### config.mk
export PLATFORM = sky130hd
export DESIGN_NAME = dcache_ctrl_flat
export DESIGN_NICKNAME = d
export VERILOG_FILES = /design/src/dcache_pkg.sv /design/src/line_mem_if.sv /design/src/dcache_ctrl.sv /design/src/flat_wrapper.sv
export SDC_FILE = /design/constraint.sdc
export NUM_CORES = 1
export LEC_CHECK = 0
export ABC_AREA = 1
export BUFFER_PORTS_ARGS = -buffer_cell sky130_fd_sc_hd__buf_2
export CORE_AREA = 8 8 286 288
export CTS_CLUSTER_SIZE = 40
export DETAILED_ROUTE_END_ITERATION = 10
export DIE_AREA = 0 0 294 296
export PLACE_DENSITY_LB_ADDON = 0.3
export SLEW_MARGIN = 20
export SYNTH_ARGS = -nofsm -noshare
export SYNTH_HDL_FRONTEND = slang
export SYNTH_SLANG_ARGS = --single-unit
### constraint.sdc
create_clock -name clk -period 11 [get_ports clk]
set_input_delay 1.1 -clock clk [delete_from_list [all_inputs] [get_ports clk]]
set_output_delay 1.1 -clock clk [all_outputs]
set_load 0.01 [all_outputs]
### src/dcache_pkg.sv
package dcache_pkg;

	localparam int ADDR_W         = 32;
	localparam int WORD_W         = 32;
	localparam int WORDS_PER_LINE = 4;  // one line = one memory transfer
	localparam int LINE_W         = WORD_W * WORDS_PER_LINE;
	localparam int OFFSET_BITS    = 4;  // byte offset inside a line
	localparam int WORD_SEL_W     = $clog2(WORDS_PER_LINE);
	localparam int MIN_INDEX_BITS = 4;
	localparam int MAX_INDEX_BITS = 8;
	localparam int LINE_ADDR_W    = ADDR_W - OFFSET_BITS;

	// tag width is fixed by the widest index
	// for smaller indexes the top tag bits fall above the memory wrap and alias with it
	localparam int TAG_W      = ADDR_W - OFFSET_BITS - MAX_INDEX_BITS;
	localparam int META_W     = TAG_W + 2;
	localparam int META_VALID = META_W - 1;  // meta layout is {valid, dirty, tag}
	localparam int META_DIRTY = META_W - 2;

	typedef logic [ADDR_W-1:0]      addr_t;
	typedef logic [WORD_W-1:0]      word_t;
	typedef logic [WORD_W/8-1:0]    sel_t;   // one bit per byte lane
	typedef logic [LINE_W-1:0]      line_t;
	typedef logic [WORD_SEL_W-1:0]  word_sel_t;
	typedef logic [TAG_W-1:0]       tag_t;
	typedef logic [META_W-1:0]      meta_t;
	typedef logic [LINE_ADDR_W-1:0] line_addr_t;

	// memory power-up contents: each word holds its own byte address ^ INIT_XOR
	localparam word_t INIT_XOR = 32'h5a5a_0000;

	typedef enum logic [2:0] {
		IDLE, LOOKUP, COMPARE, WRITE_BACK, ALLOCATE, REFILL
	} ctrl_state_t;

	// upper address field above the index, truncated to tag_t
	function automatic tag_t addr_tag(addr_t adr, int unsigned index_bits);
		return tag_t'(adr >> (OFFSET_BITS + index_bits));
	endfunction

	function automatic meta_t pack_meta(logic valid, logic dirty, tag_t tag);
		return {valid, dirty, tag};
	endfunction

endpackage

### src/line_mem_if.sv
// line transfer channel between the cache controller and the backing memory
interface line_mem_if
	import dcache_pkg::*;
();

	logic       req;        // held until ack
	logic       we;         // 1 = write-back, 0 = fill
	line_addr_t line_addr;
	line_t      wdata;      // victim line
	line_t      rdata;      // valid with ack on a fill
	logic       ack;        // single cycle

	modport master (
		output req,
		output we,
		output line_addr,
		output wdata,
		input  rdata,
		input  ack
	);

	modport slave (
		input  req,
		input  we,
		input  line_addr,
		input  wdata,
		output rdata,
		output ack
	);

endinterface

### src/dcache_ctrl.sv
module dcache_ctrl
	import dcache_pkg::*;
#(
	parameter int INDEX_BITS = 6
) (
	input  logic                  clk,
	input  logic                  rst,
	input  logic                  wb_cyc,
	input  logic                  wb_stb,
	input  logic                  wb_we,
	input  addr_t                 wb_adr,
	input  sel_t                  wb_sel,
	input  word_t                 wb_wdata,
	output word_t                 wb_rdata,
	output logic                  wb_ack,
	line_mem_if.master            mem,
	output logic [INDEX_BITS-1:0] index,
	output logic                  rd_en,
	output logic                  meta_we,
	output meta_t                 meta_wdata,
	output logic                  data_we,
	output logic                  word_mode,
	output line_t                 line_wdata,
	output word_sel_t             word_sel,
	output word_t                 word_wdata,
	output sel_t                  sel,
	input  meta_t                 meta_rdata,
	input  line_t                 line_rdata
);

	if (INDEX_BITS < MIN_INDEX_BITS || INDEX_BITS > MAX_INDEX_BITS) begin : g_index_range
		$error("dcache_ctrl: INDEX_BITS must be 4 to 8");
	end

	ctrl_state_t state;

	// request latched in IDLE
	addr_t req_adr;
	logic  req_we;
	sel_t  req_sel;
	word_t req_wdata;
	line_t fill_q;   // fetched line, written in REFILL

	tag_t       req_tag;
	logic       hit;
	logic       victim_dirty;
	line_addr_t fill_addr;
	line_addr_t victim_addr;

	assign index        = req_adr[OFFSET_BITS +: INDEX_BITS];
	assign req_tag      = addr_tag(req_adr, INDEX_BITS);
	assign hit          = meta_rdata[META_VALID] && (meta_rdata[TAG_W-1:0] == req_tag);
	assign victim_dirty = meta_rdata[META_VALID] && meta_rdata[META_DIRTY];
	assign fill_addr    = req_adr[ADDR_W-1:OFFSET_BITS];
	assign victim_addr  = line_addr_t'({meta_rdata[TAG_W-1:0], index});  // old tag + index

	assign word_sel   = req_adr[OFFSET_BITS-1 -: WORD_SEL_W];  // bits 3:2
	assign word_wdata = req_wdata;
	assign sel        = req_sel;
	assign wb_rdata   = line_rdata[word_sel * WORD_W +: WORD_W];
	assign mem.wdata  = line_rdata;  // stores sit idle while the victim goes out

	// store strobes and cpu ack, decoded from state
	always_comb begin
		rd_en      = (state == LOOKUP);
		wb_ack     = 1'b0;
		meta_we    = 1'b0;
		data_we    = 1'b0;
		word_mode  = req_we;
		meta_wdata = pack_meta(1'b1, req_we, req_tag);  // a write leaves the line dirty
		line_wdata = fill_q;
		case (state)
			COMPARE: begin
				if (hit) begin
					wb_ack = 1'b1;
					if (req_we) begin  // write hit merges into the line just read
						meta_we    = 1'b1;
						data_we    = 1'b1;
						line_wdata = line_rdata;
					end
				end
			end
			REFILL: begin
				meta_we = 1'b1;
				data_we = 1'b1;
			end
			default: ;
		endcase
	end

	// FSM and mem handshake
	always_ff @(posedge clk or posedge rst) begin
		if (rst) begin
			state   <= IDLE;
			mem.req <= 1'b0;
			mem.we  <= 1'b0;
		end else begin
			case (state)
				IDLE: if (wb_cyc && wb_stb) state <= LOOKUP;
				LOOKUP: state <= COMPARE;
				COMPARE: begin
					if (hit) begin
						state <= IDLE;
					end else if (victim_dirty) begin
						state   <= WRITE_BACK;
						mem.req <= 1'b1;
						mem.we  <= 1'b1;
					end else begin
						state   <= ALLOCATE;
						mem.req <= 1'b1;
					end
				end
				WRITE_BACK: begin
					if (mem.ack) begin  // req drops a cycle before the fill
						state   <= ALLOCATE;
						mem.req <= 1'b0;
						mem.we  <= 1'b0;
					end
				end
				ALLOCATE: begin
					if (mem.ack) begin
						state   <= REFILL;
						mem.req <= 1'b0;
					end else if (!mem.req) begin
						mem.req <= 1'b1;  // fill after a write-back
					end
				end
				REFILL: state <= LOOKUP;  // re-read, then COMPARE hits
				default: state <= IDLE;
			endcase
		end
	end

	// request, line address and fill payload
	always_ff @(posedge clk) begin
		if (state == IDLE && wb_cyc && wb_stb) begin
			req_adr   <= wb_adr;
			req_we    <= wb_we;
			req_sel   <= wb_sel;
			req_wdata <= wb_wdata;
		end
		if (state == COMPARE && !hit) mem.line_addr <= victim_dirty ? victim_addr : fill_addr;
		if (state == WRITE_BACK && mem.ack) mem.line_addr <= fill_addr;
		if (state == ALLOCATE && mem.ack) fill_q <= mem.rdata;
	end

	a_ack_in_cycle: assert property (
		@(posedge clk) disable iff (rst)
		wb_ack |-> wb_cyc && wb_stb
	) else $error("dcache_ctrl: ack outside a wishbone cycle");

	a_ack_single: assert property (
		@(posedge clk) disable iff (rst)
		wb_ack |=> !wb_ack
	) else $error("dcache_ctrl: ack held for two cycles");

	a_mem_hold: assert property (
		@(posedge clk) disable iff (rst)
		mem.req && !mem.ack |=> mem.req && $stable(mem.we) && $stable(mem.line_addr)
			&& $stable(mem.wdata)
	) else $error("dcache_ctrl: line request changed before ack");

endmodule

### src/flat_wrapper.sv
// flat-port wrapper written by rule: the top's interface ports become plain ports
module dcache_ctrl_flat import dcache_pkg::*;
#(
	parameter int INDEX_BITS = 6
)
  (clk, rst, wb_cyc, wb_stb, wb_we, wb_adr, wb_sel, wb_wdata, wb_rdata, wb_ack, index, rd_en, meta_we, meta_wdata, data_we, word_mode, line_wdata, word_sel, word_wdata, sel, meta_rdata, line_rdata, mem_req, mem_we, mem_line_addr, mem_wdata, mem_rdata, mem_ack);
  line_mem_if mem_i ();
  input  logic clk;
  input  logic rst;
  input  logic wb_cyc;
  input  logic wb_stb;
  input  logic wb_we;
  input  addr_t wb_adr;
  input  sel_t wb_sel;
  input  word_t wb_wdata;
  output word_t wb_rdata;
  output logic wb_ack;
  output logic [INDEX_BITS-1:0] index;
  output logic rd_en;
  output logic meta_we;
  output meta_t meta_wdata;
  output logic data_we;
  output logic word_mode;
  output line_t line_wdata;
  output word_sel_t word_sel;
  output word_t word_wdata;
  output sel_t sel;
  input  meta_t meta_rdata;
  input  line_t line_rdata;
  output wire logic [$bits(mem_i.req)-1:0] mem_req;
  output wire logic [$bits(mem_i.we)-1:0] mem_we;
  output wire logic [$bits(mem_i.line_addr)-1:0] mem_line_addr;
  output wire logic [$bits(mem_i.wdata)-1:0] mem_wdata;
  input wire logic [$bits(mem_i.rdata)-1:0] mem_rdata;
  input wire logic [$bits(mem_i.ack)-1:0] mem_ack;
  assign mem_req = mem_i.req;
  assign mem_we = mem_i.we;
  assign mem_line_addr = mem_i.line_addr;
  assign mem_wdata = mem_i.wdata;
  assign mem_i.rdata = mem_rdata;
  assign mem_i.ack = mem_ack;
  dcache_ctrl #(.INDEX_BITS(INDEX_BITS)) u_core (.clk(clk), .rst(rst), .wb_cyc(wb_cyc), .wb_stb(wb_stb), .wb_we(wb_we), .wb_adr(wb_adr), .wb_sel(wb_sel), .wb_wdata(wb_wdata), .wb_rdata(wb_rdata), .wb_ack(wb_ack), .mem(mem_i), .index(index), .rd_en(rd_en), .meta_we(meta_we), .meta_wdata(meta_wdata), .data_we(data_we), .word_mode(word_mode), .line_wdata(line_wdata), .word_sel(word_sel), .word_wdata(word_wdata), .sel(sel), .meta_rdata(meta_rdata), .line_rdata(line_rdata));
endmodule
======== After elaboration in Yosys (flattened, before gate mapping) ========
Index checks and enable logic that the tools add are counted.
word-level totals
  register bits after elaboration ......... 230
  latch bits .............................. 0
  RAM bits ................................ 0
  memory bits (read-only) ................. 0
  input bits .............................. 352
  output and inout port bits .............. 389
  word-level logic and storage cells ...... 61
  memories kept ........................... 0
operators by class
  $add $sub $neg .......................... 0
  $mul .................................... 0
  divide/modulo/power cells ............... 0
  magnitude comparators ................... 0
  eq/ne operators ......................... 11
  shifts and indexed selects .............. 1
  multiplexer cells ....................... 24
  bitwise gates (word level) .............. 0
  reductions and logical operators ........ 16
operator list
  kind                                                                   count
  128-bit 2-to-1 mux                                                     3
  128-bit by 8-bit indexed part select with 32-bit output                1
  28-bit 2-to-1 mux                                                      3
  20-bit equality test                                                   1
  3-bit one-hot mux with 6 select lines                                  1
  3-bit 2-to-1 mux                                                       5
  1-bit 2-to-1 mux                                                       9
  1-bit logical AND                                                      8
  3-bit by 2-bit equality test with 1-bit output, second input constant  2
  3-bit equality test, second input constant                             2
  2-bit != test, second input constant                                   3
  3-bit AND reduction                                                    2
  2-bit by 1-bit != test with 1-bit output, second input constant        2
  1-bit one-hot mux with 2 select lines                                  2
  4-bit AND reduction                                                    1
  2-bit nonzero test                                                     2
  3-bit by 1-bit equality test with 1-bit output, second input constant  1
  3-bit logical NOT                                                      1
  1-bit one-hot mux with 3 select lines                                  1
  3-bit nonzero test                                                     1
  1-bit logical NOT                                                      1

======== Logic depth before layout (Yosys ltp) ========
  depth in word-level cells ............... 6
  depth in mapped cells ................... 14

======== Worst setup path before layout ========
OpenSTA, ideal clock, no wires.
  path kind ............................... input port to flip-flop
  start point ............................. input wb_cyc
  end point ............................... register u_core.req_adr[10], enable pin
  data arrival time ....................... 7489 ps
  data required time ...................... 10342 ps
  slack ................................... 2853 ps
  stages .................................. 2
  buffers on the path ..................... 0
  cell sequence ........................... nand2_1 -> nor4_1
on the way
  cells in the longest elaborated chain, start to end .. 2
RTL lines
  item                             line                RTL
  start, declared                  flat_wrapper.sv:10  input logic wb_cyc;
  1-bit logical AND (2 in series)  dcache_ctrl.sv:136  if (state == IDLE && wb_cyc && wb_stb) begin
  end signal, assigned             dcache_ctrl.sv:137  req_adr <= wb_adr;
  end, declared                    dcache_ctrl.sv:38   addr_t req_adr;
No other way between the ends.
A chain may end at the register's enable or synchronous reset.

======== Worst setup path in the final report ========
  start point ............................. input meta_rdata[14]
  end point ............................... output line_wdata[60]
on the way
  cells in the longest elaborated chain, start to end .. 4
RTL lines
  item                  line                RTL
  start, declared       flat_wrapper.sv:28  input meta_t meta_rdata;
  20-bit equality test  dcache_ctrl.sv:52   assign hit = meta_rdata[META_VALID] && (meta_rdata[TAG_W-1:0] == req_tag);
  1-bit logical AND     dcache_ctrl.sv:52
  128-bit 2-to-1 mux    dcache_ctrl.sv:74   if (hit) begin
  128-bit 2-to-1 mux    dcache_ctrl.sv:72   case (state)
  end, declared         flat_wrapper.sv:24  output line_t line_wdata;
No other way between the ends.

==> metrics <==
CORE AREA=76960 um2; Synth Cell Area=11880 um2; PortBufs=737; design area=16300 um2; CTS H-tree depth=1; GRT Util Overall=16.38%; Finished Layout Cells=2860; Fmax achieved=0.1809 GHz; leakage power=0.007586 uW; total CTS buffers=30; placed standard-cell area=15410 um2; flip-flop and latch area=6822 um2; min-delay worst type=input port to async pin; most frequent cell after synthesis=nand2_1; Final Max Slew Viols=0; final setup margin=5471 ps; power density cells=164.0 nW/um2; Slew headroom=34.80%; final wirelength=76.57 mm; CTS Sinks=228; dpl cells=2801; Multi-input gate area=3282 um2; Hold Worst Slack=391.4 ps; layout cells sized above 1=49.75%; maximum root-to-sink buffer count=3; filler cell count=8622; Sequential Power Share=42.5%; total vias in the final route=10796; residual DRC count=0; CTS tree=built; # hold bufs at CTS=0; maximum fanout along the worst path=47; minimum clock period=5529 ps; most instantiated cells after synthesis=nand2_1, edfxtp_1, buf_4, nand2_2, nor2_1; Initial Utilization=15.44%; CTS root buffer=clkbuf_16; Switching Share=32.99%; I/O Pins=741; setup TNS=0 ps; Max Cap Viol=0; Worst-Skew Late Latency=610 ps; Netlist cell types=31; FFs w/ async S/R, synth=2.193%; Hold Vio Cnt, Final=0; crit path DAT=4430 ps; Die Area=87020 um2; skew final=16.16 ps; Switch Pwr=881.8 uW; antenna violations before repair=33; leading post-synthesis cells by cell area=edfxtp_1, nand2_1, buf_4; first-pass GRT wire length=97.40 mm; Yosys top cell area share=56.37%; top_reg_cell synth=edfxtp_1; Synth area leader=edfxtp_1; postcts setup bufs=0; synthesized area per cell=9.754 um2; Required @ worst endpoint=9900 ps; Synth Instances=1218; chip width=294 um; wire length per cell=26.77 um; DP HPWL=63.55 mm; Clk pwr share=33.9%; DRT antenna net count=0; Worst Tran Pin Value=977.9 ps; DR iter-0 viols=619; # rows=102; syn_nets=1570; GRT overflow=0; Pre-antenna DRT Iters=5; Final Cycle Share=50.27%; RePlAce Congestion=0.9112; nets@finish=2145; crit path launch type=input port; Setup Viol. Count Final=0; Chip Height=296 um; Place WS=5473 ps; status=completed; CP Class=input port to output pin; Vias/cell=3.775; P_int=1791 uW; largest net degree at the start of global routing=65; Worst-path clk slew=60 ps; Area Growth Syn to Fin=37.20%; Ys Warns=0; sequential share of the synthesized area=57.42%; RSZ-0062 raised after global routing=no; Yosys reg bits=228; vias in the first global route=10948; cts repair resizes=0; combinational power share=23.6%; worst vdd ir=0.0001125 V; Post-synth EDFFs=223; Setup crit end kind=output pin
## cell families (layout without fill, tap and decap cells)
logic type	count (synthesis)	count (layout)	share of synthesized area, %
AOI/OAI and AO/OA	116	116	5.255
other	1	8	0.03157
and+or+nand+nor	602	602	21.57
buffers and inverters	264	859	15.21
xor gates and xnor gates	7	7	0.5161
DFF	228	228	57.42
## worst max-delay path, cell delays in order
cell and delay, ps:
buf_2 120, xnor2_1 350, nand2_1 100, nor2_1 120
nand2_1 70, nor2_2 160, nand3_2 150, nor2_4 600
buf_4 470, buf_4 690, nand2_2 60, nand2_1 160
buf_2 170
## metrics by stage
stage,utilization [%],power (uW)
6_report,21.18,2673
5_1_grt,21.17,2809
4_1_cts,21.16,2738
3_5_place_dp,20.03,1808
3_3_place_gp,20.03,1807
2_1_floorplan,-,1468
## power by group through the flow
stage / Combinational, uW / Clock [uW] / Sequential [uW]
6_report: 631 / 906 / 1140
5_1_grt: 694 / 969 / 1150
4_1_cts: 656 / 945 / 1140
3_5_place_dp: 654 / 0 / 1150
3_3_place_gp: 654 / 0 / 1150
2_1_floorplan: 279 / 0 / 1190
## final cells by class
type | instances | share of cell area [%]
diodes | 7 | 0.1075
clock buffers | 38 | 4.790
clock inverters | 14 | 0.5450
inverters | 55 | 1.267
multi-input cells | 726 | 20.14
flip-flops and latches | 228 | 41.85
well taps | 1040 | 7.983
repair buffers | 752 | 23.32
## placed cells by master, fill, tap and decap left out
cell	Yosys	routed
nor4_2	0	1
clkinv_16	0	1
nand3_4	0	1
xnor2_1	5	5
clkinv_2	0	5
o21ai_0	82	81
o21ai_2	0	1
nor3_2	1	1
clkbuf_1	19	8
xor2_1	2	2
nor2_1	88	87
a21oi_1	1	1
edfxtp_1	223	223
nor2_4	1	2
diode_2	0	7
nand3_1	6	5
inv_1	50	50
dfrtp_1	5	5
conb_1	1	1
nor2_2	1	1
nand2_1	395	395
o22ai_1	32	32
nor3_1	1	1
nand3_2	1	1
clkinv_1	1	7
or2_1	1	1
inv_2	4	5
clkbuf_16	0	30
a311oi_1	1	1
nand2_2	100	100
buf_4	161	15
buf_2	14	737
clkinvlp_4	0	1
nand4_1	5	5
nand3b_1	1	1
## state kept, by name, summed over array words and instances, names as in the netlist, 3 cells and up
name,count
u_core.req_adr,30
u_core.state,3
u_core.fill_q,128
u_core.mem.line_addr,28
u_core.sel,4
u_core.word_wdata,32
## metal layers
layer	vias to the layer above	part of all wire, %	GRT usage, %
li1	4983	-	-
met1	5027	39	19.39
met2	635	47	27.20
met3	123	11	6.870
met4	28	3.1	4.414
met5	-	0.22	0
## worst paths after layout
path,start,to,slack [ps],cells past startpoint
worst max-delay path,meta_rdata[14],line_wdata[60],5470,13
worst min-delay path,rst,u_core.mem.we,390,2
worst max register to register,u_core.state[0],u_core.fill_q[88],7500,5
worst min register to register,u_core.req_adr[7],u_core.mem.line_addr[3],440,0
max in group asynchronous,rst,u_core.state[2],10400,2
min in group clk,u_core.req_adr[7],u_core.mem.line_addr[3],440,0
Note: power is estimated with default switching activity, not from simulation.
