## config.mk

```make
export PLATFORM = sky130hd
export DESIGN_NAME = tag_store
export DESIGN_NICKNAME = d
export VERILOG_FILES = /design/src/dcache_pkg.sv /design/src/tag_store.sv
export SDC_FILE = /design/constraint.sdc
export NUM_CORES = 1
export LEC_CHECK = 0
export BUFFER_PORTS_ARGS = -buffer_cell sky130_fd_sc_hd__buf_4
export CORE_ASPECT_RATIO = 2
export CORE_MARGIN = 3
export CORE_UTILIZATION = 28
export CTS_CLUSTER_SIZE = 30
export DETAILED_ROUTE_END_ITERATION = 7
export SYNTH_ARGS = -nofsm -noshare
export SYNTH_HDL_FRONTEND = slang
export SYNTH_SLANG_ARGS = --single-unit
```

## constraint.sdc

```tcl
create_clock -name clk -period 3.25 [get_ports clk]
set_input_delay 0.65 -clock clk [delete_from_list [all_inputs] [get_ports clk]]
set_output_delay 0.65 -clock clk [all_outputs]
set_load 0.01 [all_outputs]
```

## src/dcache_pkg.sv

```systemverilog
package dcache_pkg;

	localparam int ADDR_W         = 32;
	localparam int WORD_W         = 32;
	localparam int WORDS_PER_LINE = 4;  // one line = one memory transfer
	localparam int LINE_W         = WORD_W * WORDS_PER_LINE;
	localparam int OFFSET_BITS    = 4;  // byte offset inside a line
	localparam int WORD_SEL_W     = $clog2(WORDS_PER_LINE);
	localparam int MIN_INDEX_BITS = 4;
	localparam int MAX_INDEX_BITS = 8;
	localparam int LINE_ADDR_W    = ADDR_W - OFFSET_BITS;

	// tag width is fixed by the widest index
	// for smaller indexes the top tag bits fall above the memory wrap and alias with it
	localparam int TAG_W      = ADDR_W - OFFSET_BITS - MAX_INDEX_BITS;
	localparam int META_W     = TAG_W + 2;
	localparam int META_VALID = META_W - 1;  // meta layout is {valid, dirty, tag}
	localparam int META_DIRTY = META_W - 2;

	typedef logic [ADDR_W-1:0]      addr_t;
	typedef logic [WORD_W-1:0]      word_t;
	typedef logic [WORD_W/8-1:0]    sel_t;   // one bit per byte lane
	typedef logic [LINE_W-1:0]      line_t;
	typedef logic [WORD_SEL_W-1:0]  word_sel_t;
	typedef logic [TAG_W-1:0]       tag_t;
	typedef logic [META_W-1:0]      meta_t;
	typedef logic [LINE_ADDR_W-1:0] line_addr_t;

	// memory power-up contents: each word holds its own byte address ^ INIT_XOR
	localparam word_t INIT_XOR = 32'h5a5a_0000;

	typedef enum logic [2:0] {
		IDLE, LOOKUP, COMPARE, WRITE_BACK, ALLOCATE, REFILL
	} ctrl_state_t;

	// upper address field above the index, truncated to tag_t
	function automatic tag_t addr_tag(addr_t adr, int unsigned index_bits);
		return tag_t'(adr >> (OFFSET_BITS + index_bits));
	endfunction

	function automatic meta_t pack_meta(logic valid, logic dirty, tag_t tag);
		return {valid, dirty, tag};
	endfunction

endpackage

```

## src/tag_store.sv

```systemverilog
module tag_store
	import dcache_pkg::*;
#(
	parameter int INDEX_BITS = 6
) (
	input  logic                  clk,
	input  logic                  rst,
	input  logic [INDEX_BITS-1:0] index,
	input  logic                  rd_en,
	input  logic                  meta_we,
	input  meta_t                 meta_wdata,
	output meta_t                 meta_rdata
);

	localparam int DEPTH = 1 << INDEX_BITS;

	logic [DEPTH-1:0]    valid_q;       // only the valid bits see reset
	logic [META_DIRTY:0] body [DEPTH];  // dirty + tag per index

	// valid bits and the output register
	always_ff @(posedge clk or posedge rst) begin
		if (rst) begin
			valid_q    <= '0;
			meta_rdata <= '0;
		end else begin
			if (meta_we) begin
				valid_q[index] <= meta_wdata[META_VALID];
				meta_rdata     <= meta_wdata;  // write-through to the output
			end else if (rd_en) begin
				meta_rdata <= {valid_q[index], body[index]};
			end
		end
	end

	// dirty and tag bits
	always_ff @(posedge clk) begin
		if (meta_we) begin
			body[index] <= meta_wdata[META_DIRTY:0];
		end
	end

	// one port, so the controller must never read and write in one cycle
	a_no_rd_wr: assert property (
		@(posedge clk) disable iff (rst)
		!(rd_en && meta_we)
	) else $error("tag_store: read and write in the same cycle");

endmodule

```

=== Word level (Yosys, flattened, before mapping) ===
Memories as Yosys holds them, arrays and structs flattened. A register that Yosys moved wholly into a read port is not among the register bits.
Index checks and enable logic that the tools add are counted.

* Magnitude comparators: 2
* Multiplexer cells: 9
* Reductions and logical operators: 2

{| class="wikitable"
|+ Operators with widths
! kind !! count
|-
| bitwise mux 64 bit || 1
|-
| two-way mux 22 bit || 2
|-
| less-than comparator 6 x 7 -> 1 bit (second input constant) || 1
|-
| binary-select mux 1 bit (select 6 bit) || 1
|-
| demux 1 bit (select 6 bit) || 1
|-
| >= comparator 6 x 1 -> 1 bit (second input constant) || 1
|-
| two-way mux 1 bit || 4
|-
| nonzero test 2 bit || 1
|-
| logical AND 1 bit || 1
|}

* Flip-flop bits (word level): 86
* Bits in writable memories: 1344
* Input bits: 32
* Output and inout bits: 22
* Logic and storage cells: 16
* Memories: 1

{| class="wikitable"
|+ Memories
! name !! depth !! bits a word !! rd ports !! clocked after Yosys merged registers in !! write ports !! RTL line !! source
|-
| body || 64 || 21 || 1 || 1 || 1 || tag_store.sv:18 || <nowiki>logic [META_DIRTY:0] body [DEPTH];</nowiki>
|}

=== Longest topological paths before layout ===
Gate-level depths: netlist (run 1).

* Depth in word-level cells: 5
* Depth in mapped cells: 11
* Mapped depth without buffers: 6

=== Worst setup path before layout (run 1) ===
OpenSTA, ideal clock, no wires.

* Path kind: input -> register
* Start point: in index[2]
* End point: reg valid_q[42]
* Setup time: 0.125 ns
* Arrival: 3.605 ns
* Required time: 3.125 ns
* Path slack: -0.480 ns
* Cell stages on the path: 8
* Cells stage by stage: buf_6 buf_6 buf_4 buf_4 buf_4 buf_2 nor3_1 mux2_2

* Word-level cells in the longest chain between the ends: 5
* Elaborated cells on any way between the ends: 6
* Those cells by class: 2 x order compare; 3 x mux; 1 x reduce/logical

{| class="wikitable"
|+ RTL lines
! element !! RTL line !! source
|-
| start: declaration || tag_store.sv:8 || <nowiki>input logic [INDEX_BITS-1:0] index,</nowiki>
|-
| less-than comparator 6 x 7 -> 1 bit (implied by the code) / >= comparator 6 x 1 -> 1 bit (equally long branches) || tag_store.sv:27 || <nowiki>valid_q[index] <= meta_wdata[META_VALID];</nowiki>
|-
| logical AND 1 bit (implied by the code) || tag_store.sv:27 ||
|-
| two-way mux 1 bit (implied by the code) || tag_store.sv:27 ||
|-
| demux 1 bit (select 6 bit) (*) || tag_store.sv:27 ||
|-
| bitwise mux 64 bit (*) || tag_store.sv:27 ||
|-
| end signal: indexed assignment || tag_store.sv:27 ||
|-
| end: declaration || tag_store.sv:17 || <nowiki>logic [DEPTH-1:0] valid_q;</nowiki>
|}

Mark *: on every way between the ends. The rest lies on a longest branch, timed or not.
A chain may end at the register's enable or synchronous reset.

==> reports/results.ini, run 1 <==
[sta]
slew_viol_final=0
setup_slack_ns=0.139
skew_ns=0.0622
worst_pin_slew_ns=1.23
relSlewSlack=0.173
min_period_ns=3.11
setup_viol=0
hold_slack_ns=0.349
rsz0062_at_grt=no
hold_violations=0
fmax_mhz=321
finalCritPeriodShare=0.957

[detailed_routing]
drtIter0Drc=4093
vias_per_cell=5.56
route.detailed.drc=0
drtPass1Iterations=6
drt-total-wl_microns=208000
vias=34600
wl_per_cell_microns=33.3
antenna_left=0

[finish]
final_util=0.340
area_growth_pct=20.3
multiInputGateArea_sq_um=12000
seqCellArea_sq_um=42500
drive_gt1_frac=0.265
fin_nets=3608
fill_cells=18700

[worst_setup_path]
cp.depth=10
arrival_ns=3.73
crit_type=in2reg
end_kind=flop
worstSetupEndpoint=meta_rdata[17]$_DFFE_PP0P_
crit_chain=buf_6 -> buf_4 -> nor2b_4 -> buf_12 -> a22oi_1 -> o21ai_0 -> or3_1 -> nor4_1 -> buf_4 -> o21ai_1
r2r-start=body[55][17]$_DFFE_PP_
startpoint=index[0]
worstPathRequired_ns=3.87
r2r_cells=8
crit_fanout=19
cp_slowest_cell=nor4_1
regToRegSetupSlack_ns=0.28
r2r-end=meta_rdata[17]$_DFFE_PP0P_
crit_buf_inv=4
crit_top_cell=buf_4
cpPeakStageDelay_ns=0.94
cp-start-kind=primary input
crit_family=simple AND/OR/NAND/NOR gates

[synthesis]
netlist_area_sq_um=55600
synth_top_family_by_area=compound AO/OA/AOI/OAI gates
yosys.area_share.simple=0.0289
synthesis.nets=3204
synth_cell_types=75
synth_edf_count=1344
synth_compound_area_frac=0.108
muxShareOfSynthArea=0.0748
ys_warn_count=0
yosysSeqAreaShare=0.765
ys.flop_type=edfxtp_1
synthAdderAreaFrac=0
syn_area_per_cell_sq_um=17.5
synth_xor_area_frac=0
ys_ff_latch=1430
syn_inst=3172
async_reset_ff_frac=0.0601

[grt]
grt-ovfl-total=0
grt_pass1_vias=34500
grt_max_degree=66
grt_pass1_wl_microns=282000
grtUsageTotal=0.198
antenna_found_initial=14

[cts]
ctsHoldBuffers=1
clk_pin_slew_ns=0.08
post_cts_resized=0
numCtsBuffers=107
postCtsSetupBuffers=0
clock-sinks=1430
cts_tree=yes
root_buffer=clkbuf_16
cts-htree-levels=3
clock_path_buffers=3
clock_latency_ns=0.75

[power_and_ir_drop]
p_leak_nw=21.8
peakVddDrop_mv=0.505
powerDensity_nw_per_um2=565

[floorplan]
core-area_sq_um=197000
rows=230
pin_count=54
die_w_microns=321
die_area_sq_um=204000
initial_core_util=0.282
chipHeight_microns=636

[min_path]
min_path_cells=3
min_from=index[5]
hold_class=in2reg

[placement]
port_buffers=53
globalplace.congestion=0.961
pre_cts_ws_ns=-0.590
dp_hpwl_microns=143000

[job]
cap_viol_max_count=0

[outcome]
status=complete, no violations

area by class of cell:
| cell class | count | share of cell area |
|---|---|---|
| diodes | 6 | 0.000225 |
| clock inverters | 74 | 0.0131 |
| repair buffers | 530 | 0.0806 |
| flip-flops and latches | 1430 | 0.636 |
| inverters | 7 | 0.000468 |
| well taps | 2552 | 0.0478 |
| multi-input cells | 1500 | 0.180 |
| clock buffers | 130 | 0.0419 |
worst min-delay path: cells and delay by family:
kind | cells | cell delay (ns)
buf+inv | 1 | 0.13
compound gates | 2 | 0.28
placed cells by master, fill, tap and decap left out, drive strengths merged, types with 19 or more instances in the layout:
| master | instances |
|---|---|
| a21oi | 96 |
| a22o | 23 |
| nand2 | 84 |
| a22oi | 197 |
| o22ai | 80 |
| nor3 | 35 |
| buf | 529 |
| nor2 | 134 |
| clkbuf | 130 |
| clkinv | 43 |
| mux2 | 149 |
| mux4 | 44 |
| a221o | 19 |
| o221ai | 23 |
| o21ai | 85 |
| mux2i | 148 |
| dfrtp | 86 |
| a221oi | 172 |
| edfxtp | 1344 |
worst min-delay path by stage:
stage	end	slack, ns
3_5_place_dp	valid_q[62]$_DFFE_PP0P_	0.47
6_report	meta_rdata[5]$_DFFE_PP0P_	0.35
5_1_grt	meta_rdata[5]$_DFFE_PP0P_	0.34
2_1_floorplan	valid_q[62]$_DFFE_PP0P_	0.45
3_3_place_gp	valid_q[62]$_DFFE_PP0P_	0.47
4_1_cts	meta_rdata[5]$_DFFE_PP0P_	0.30
per-layer routing:
layer	up-vias	global-route usage	part of all wire	wire [microns]
met1	18200	0.200	0.32	65500
li1	13900	-	-	-
met3	679	0.0275	0.065	13400
met5	-	0	0.00019	40
met2	1920	0.354	0.51	106000
met4	6	0.174	0.11	22800
state kept, by name (all words and copies together) (netlist names):
signal / flops
valid_q: 64
meta_rdata: 22
body: 1344
metrics by stage:
step                      area (sq um)  power [mW]  setup TNS [ns]  instances
final                            66900        37.8               0       6229
after global routing             66800        38.6               0       6226
after CTS                        66800        37.9               0       6223
after detailed placement         63100        23.9           -2.33       6018
after global placement           63100        23.9           -2.07       6018
after floorplan                  55600        22.1          -61.13       3172
kinds of logic (layout without fill, tap and decap cells):
family | Yosys count | in the layout
multiplexers | 341 | 341
flip-flops | 1430 | 1430
AO/OA/AOI/OAI | 816 | 816
other | 0 | 6
AND/OR/NAND/NOR | 343 | 343
buffers and inverters | 242 | 741
Yosys cell counts (22+ instances only):
library cell	number	share of area
clkbuf_1	77	0.0052
nor3_1	34	0.0031
edfxtp_1	1344	0.73
mux4_2	44	0.018
a221oi_1	170	0.027
mux2_2	139	0.028
o21ai_0	84	0.0076
nand2_1	84	0.0057
a22o_1	23	0.0036
o221ai_1	23	0.0036
buf_6	22	0.0045
dfrtp_1	86	0.039
mux2i_1	148	0.027
o22ai_1	80	0.0090
a22oi_1	197	0.027
buf_2	99	0.0089
buf_4	27	0.0036
a21oi_1	96	0.0086
nor2_1	130	0.0088
power breakdown:
group          leakage (nW)  switching, mW  internal, mW
Clock                  1.77           6.76          7.45
Combinational          6.81           2.02          1.03
Sequential             13.2          0.145          20.4
Total                  21.8           8.93          28.9
Note: power is estimated with default switching activity, not from simulation.
==> inputs of run 2 (changes only) <==
--- a/config.mk
+++ b/config.mk
@@ -6,7 +6,7 @@
 export NUM_CORES = 1
 export LEC_CHECK = 0
 export BUFFER_PORTS_ARGS = -buffer_cell sky130_fd_sc_hd__buf_4
-export CORE_ASPECT_RATIO = 2
+export CORE_ASPECT_RATIO = 1.4
 export CORE_MARGIN = 3
 export CORE_UTILIZATION = 28
 export CTS_CLUSTER_SIZE = 30
==> reports/results.ini, run 2 (synthesis gave the netlist of run 1 again) <==
[worst_setup_path]
cpPeakStageDelay_ns=0.59  ; was 0.94 ns
arrival_ns=3.54  ; was 3.73 ns
crit_top_cell=buf_4  ; unchanged
crit_fanout=28  ; was 19
crit_type=in2reg  ; unchanged
cp-start-kind=primary input  ; unchanged
worstPathRequired_ns=3.90  ; was 3.87 ns
end_kind=flop  ; unchanged
cp_slowest_cell=a2111oi_0  ; was nor4_1
crit_chain=buf_6 -> nor2b_4 -> buf_12 -> buf_4 -> a221oi_1 -> nor3_1 -> a2111oi_0 -> buf_4 -> and4_1 -> a21oi_1  ; was buf_6 -> buf_4 -> nor2b_4 -> buf_12 -> a22oi_1 -> o21ai_0 -> or3_1 -> nor4_1 -> buf_4 -> o21ai_1

[grt]
grt_pass1_wl_microns=268000  ; was 282,000 microns
grt_max_degree=66  ; unchanged
grt_pass1_vias=33600  ; was 34,500
grt-ovfl-total=0  ; unchanged
antenna_found_initial=23  ; was 14
grtUsageTotal=0.184  ; was 0.198

[detailed_routing]
antenna_left=0  ; unchanged
vias_per_cell=5.48  ; was 5.56
wl_per_cell_microns=30.7  ; was 33.3 microns
route.detailed.drc=0  ; unchanged
drtPass1Iterations=6  ; unchanged
drtIter0Drc=4945  ; was 4,093
vias=34300  ; was 34,600
drt-total-wl_microns=192000  ; was 208,000 microns

[power_and_ir_drop]
powerDensity_nw_per_um2=571  ; was 565 nW/um^2
internal-power_mw=29.4  ; was 28.9 mW
clkPwrFrac=0.386  ; was 0.376
swShare=0.231  ; was 0.236
p_seq_frac=0.539  ; was 0.543
combPwrFrac=0.075  ; was 0.081
power_switching_mw=8.80  ; was 8.93 mW
peakVddDrop_mv=0.431  ; was 0.505 mV
p_leak_nw=21.6  ; was 21.8 nW

[cts]
cts-htree-levels=3  ; unchanged
clk_pin_slew_ns=0.07  ; was 0.08 ns
numCtsBuffers=118  ; was 107
clock_path_buffers=3  ; unchanged
ctsHoldBuffers=1  ; unchanged
root_buffer=clkbuf_16  ; unchanged
cts_tree=yes  ; unchanged
post_cts_resized=0  ; unchanged
clock-sinks=1430  ; unchanged
postCtsSetupBuffers=0  ; unchanged
clock_latency_ns=0.79  ; was 0.75 ns

[floorplan]
pin_count=54  ; unchanged
initial_core_util=0.283  ; was 0.282
chipHeight_microns=533  ; was 636 microns
rows=192  ; was 230
die_area_sq_um=204000  ; about the same
die_w_microns=383  ; was 321 microns
core-area_sq_um=197000  ; about the same

[finish]
final_common_cell=edfxtp_1  ; unchanged
largest_reg_flops=1344  ; unchanged
area_growth_pct=20.3  ; about the same
fin_nets=3565  ; was 3,608
drive_gt1_frac=0.255  ; was 0.265
final_util=0.340  ; about the same
fill_cells=18700  ; about the same
final_cell_mix=edfxtp_1 (1,344), buf_4 (357), a22oi_1 (197), a221oi_1 (170), mux2i_1 (148)  ; was edfxtp_1 (1,344), buf_4 (415), a22oi_1 (197), a221oi_1 (170), mux2i_1 (148)
largestRegisters=body (1344), valid_q (64), meta_rdata (22)  ; unchanged
multiInputGateArea_sq_um=12000  ; about the same
largest_register=body  ; unchanged
seqCellArea_sq_um=42500  ; unchanged
stdcell_area_sq_um=66800  ; was 66,900 sq um

[sta]
tns_ns=0  ; unchanged
relSlewSlack=0.293  ; was 0.173
finalCritPeriodShare=0.887  ; was 0.957
skew_ns=0.0483  ; was 0.0622 ns
worst_pin_slew_ns=1.06  ; was 1.23 ns
hold_violations=0  ; unchanged
fmax_mhz=347  ; was 321 MHz
hold_slack_ns=0.290  ; was 0.349 ns
slew_viol_final=0  ; unchanged
min_period_ns=2.88  ; was 3.11 ns
setup_viol=0  ; unchanged
rsz0062_at_grt=no  ; unchanged

[placement]
dp_hpwl_microns=124000  ; was 143,000 microns
globalplace.congestion=0.942  ; was 0.961
port_buffers=53  ; unchanged
postPlaceCellArea_sq_um=62900  ; was 63,100 sq um

[job]
cap_viol_max_count=0  ; unchanged

[outcome]
status=complete, no violations  ; unchanged

[min_path]
hold_class=in2reg  ; unchanged

-- run 2: power groups by stage --
stage	Clock, mW	Combinational [mW]	Sequential (mW)
floorplan	0	1.22	20.9
global placement	0	2.81	20.9
detailed placement	0	2.84	20.9
CTS	14.9	2.85	20.5
global route	15.6	2.96	20.6
finish	14.7	2.87	20.6
-- run 2: cell type report --
| class | instances | share of cell area |
|---|---|---|
| tap | 2619 | 0.0490 |
| antenna | 8 | 0.000300 |
| inverter | 7 | 0.000468 |
| multi-input combinational | 1500 | 0.180 |
| clock buffer | 158 | 0.0484 |
| timing repair buffer | 476 | 0.0753 |
| clock inverter | 67 | 0.0106 |
| sequential | 1430 | 0.636 |
-- run 2: per-layer routing --
layer / vias up / GRT usage / wire length [microns]
li1: 13800 / - / -
met2: 2151 / 0.297 / 90500
met3: 495 / 0.0380 / 18700
met5: - / 0 / 40
met4: 6 / 0.111 / 13600
met1: 17900 / 0.227 / 69500
-- run 2: worst max-delay path, delay by kind of cell --
kind | cells | cell delay, ns
compound gates | 3 | 1.11
buf+inv | 4 | 0.96
simple gates | 3 | 0.72
-- run 2: stage by stage --
| step | cells | power [mW] | setup WS [ns] |
|---|---|---|---|
| floorplan | 3172 | 22.1 | -0.480 |
| CTS | 6257 | 38.3 | 0.473 |
| detailed placement | 6031 | 23.8 | -0.336 |
| global route | 6259 | 39.1 | 0.335 |
| global placement | 6031 | 23.7 | -0.272 |
| finish | 6265 | 38.2 | 0.368 |
-- run 2: final timing paths --
| check | startpoint | endpoint | slack (ns) | depth (start not counted) |
|---|---|---|---|---|
| worst max-delay path | index[0] | meta_rdata[14]$_DFFE_PP0P_ | 0.37 | 10 |
| worst min-delay path | index[5] | meta_rdata[10]$_DFFE_PP0P_ | 0.29 | 3 |
| worst max register to register | body[14][14]$_DFFE_PP_ | meta_rdata[14]$_DFFE_PP0P_ | 0.84 | 6 |
| worst min register to register | valid_q[39]$_DFFE_PP0P_ | valid_q[39]$_DFFE_PP0P_ | 0.50 | 1 |
| max in group asynchronous | rst | valid_q[25]$_DFFE_PP0P_ | 1.80 | 4 |
| min in group asynchronous | rst | valid_q[51]$_DFFE_PP0P_ | 0.57 | 3 |
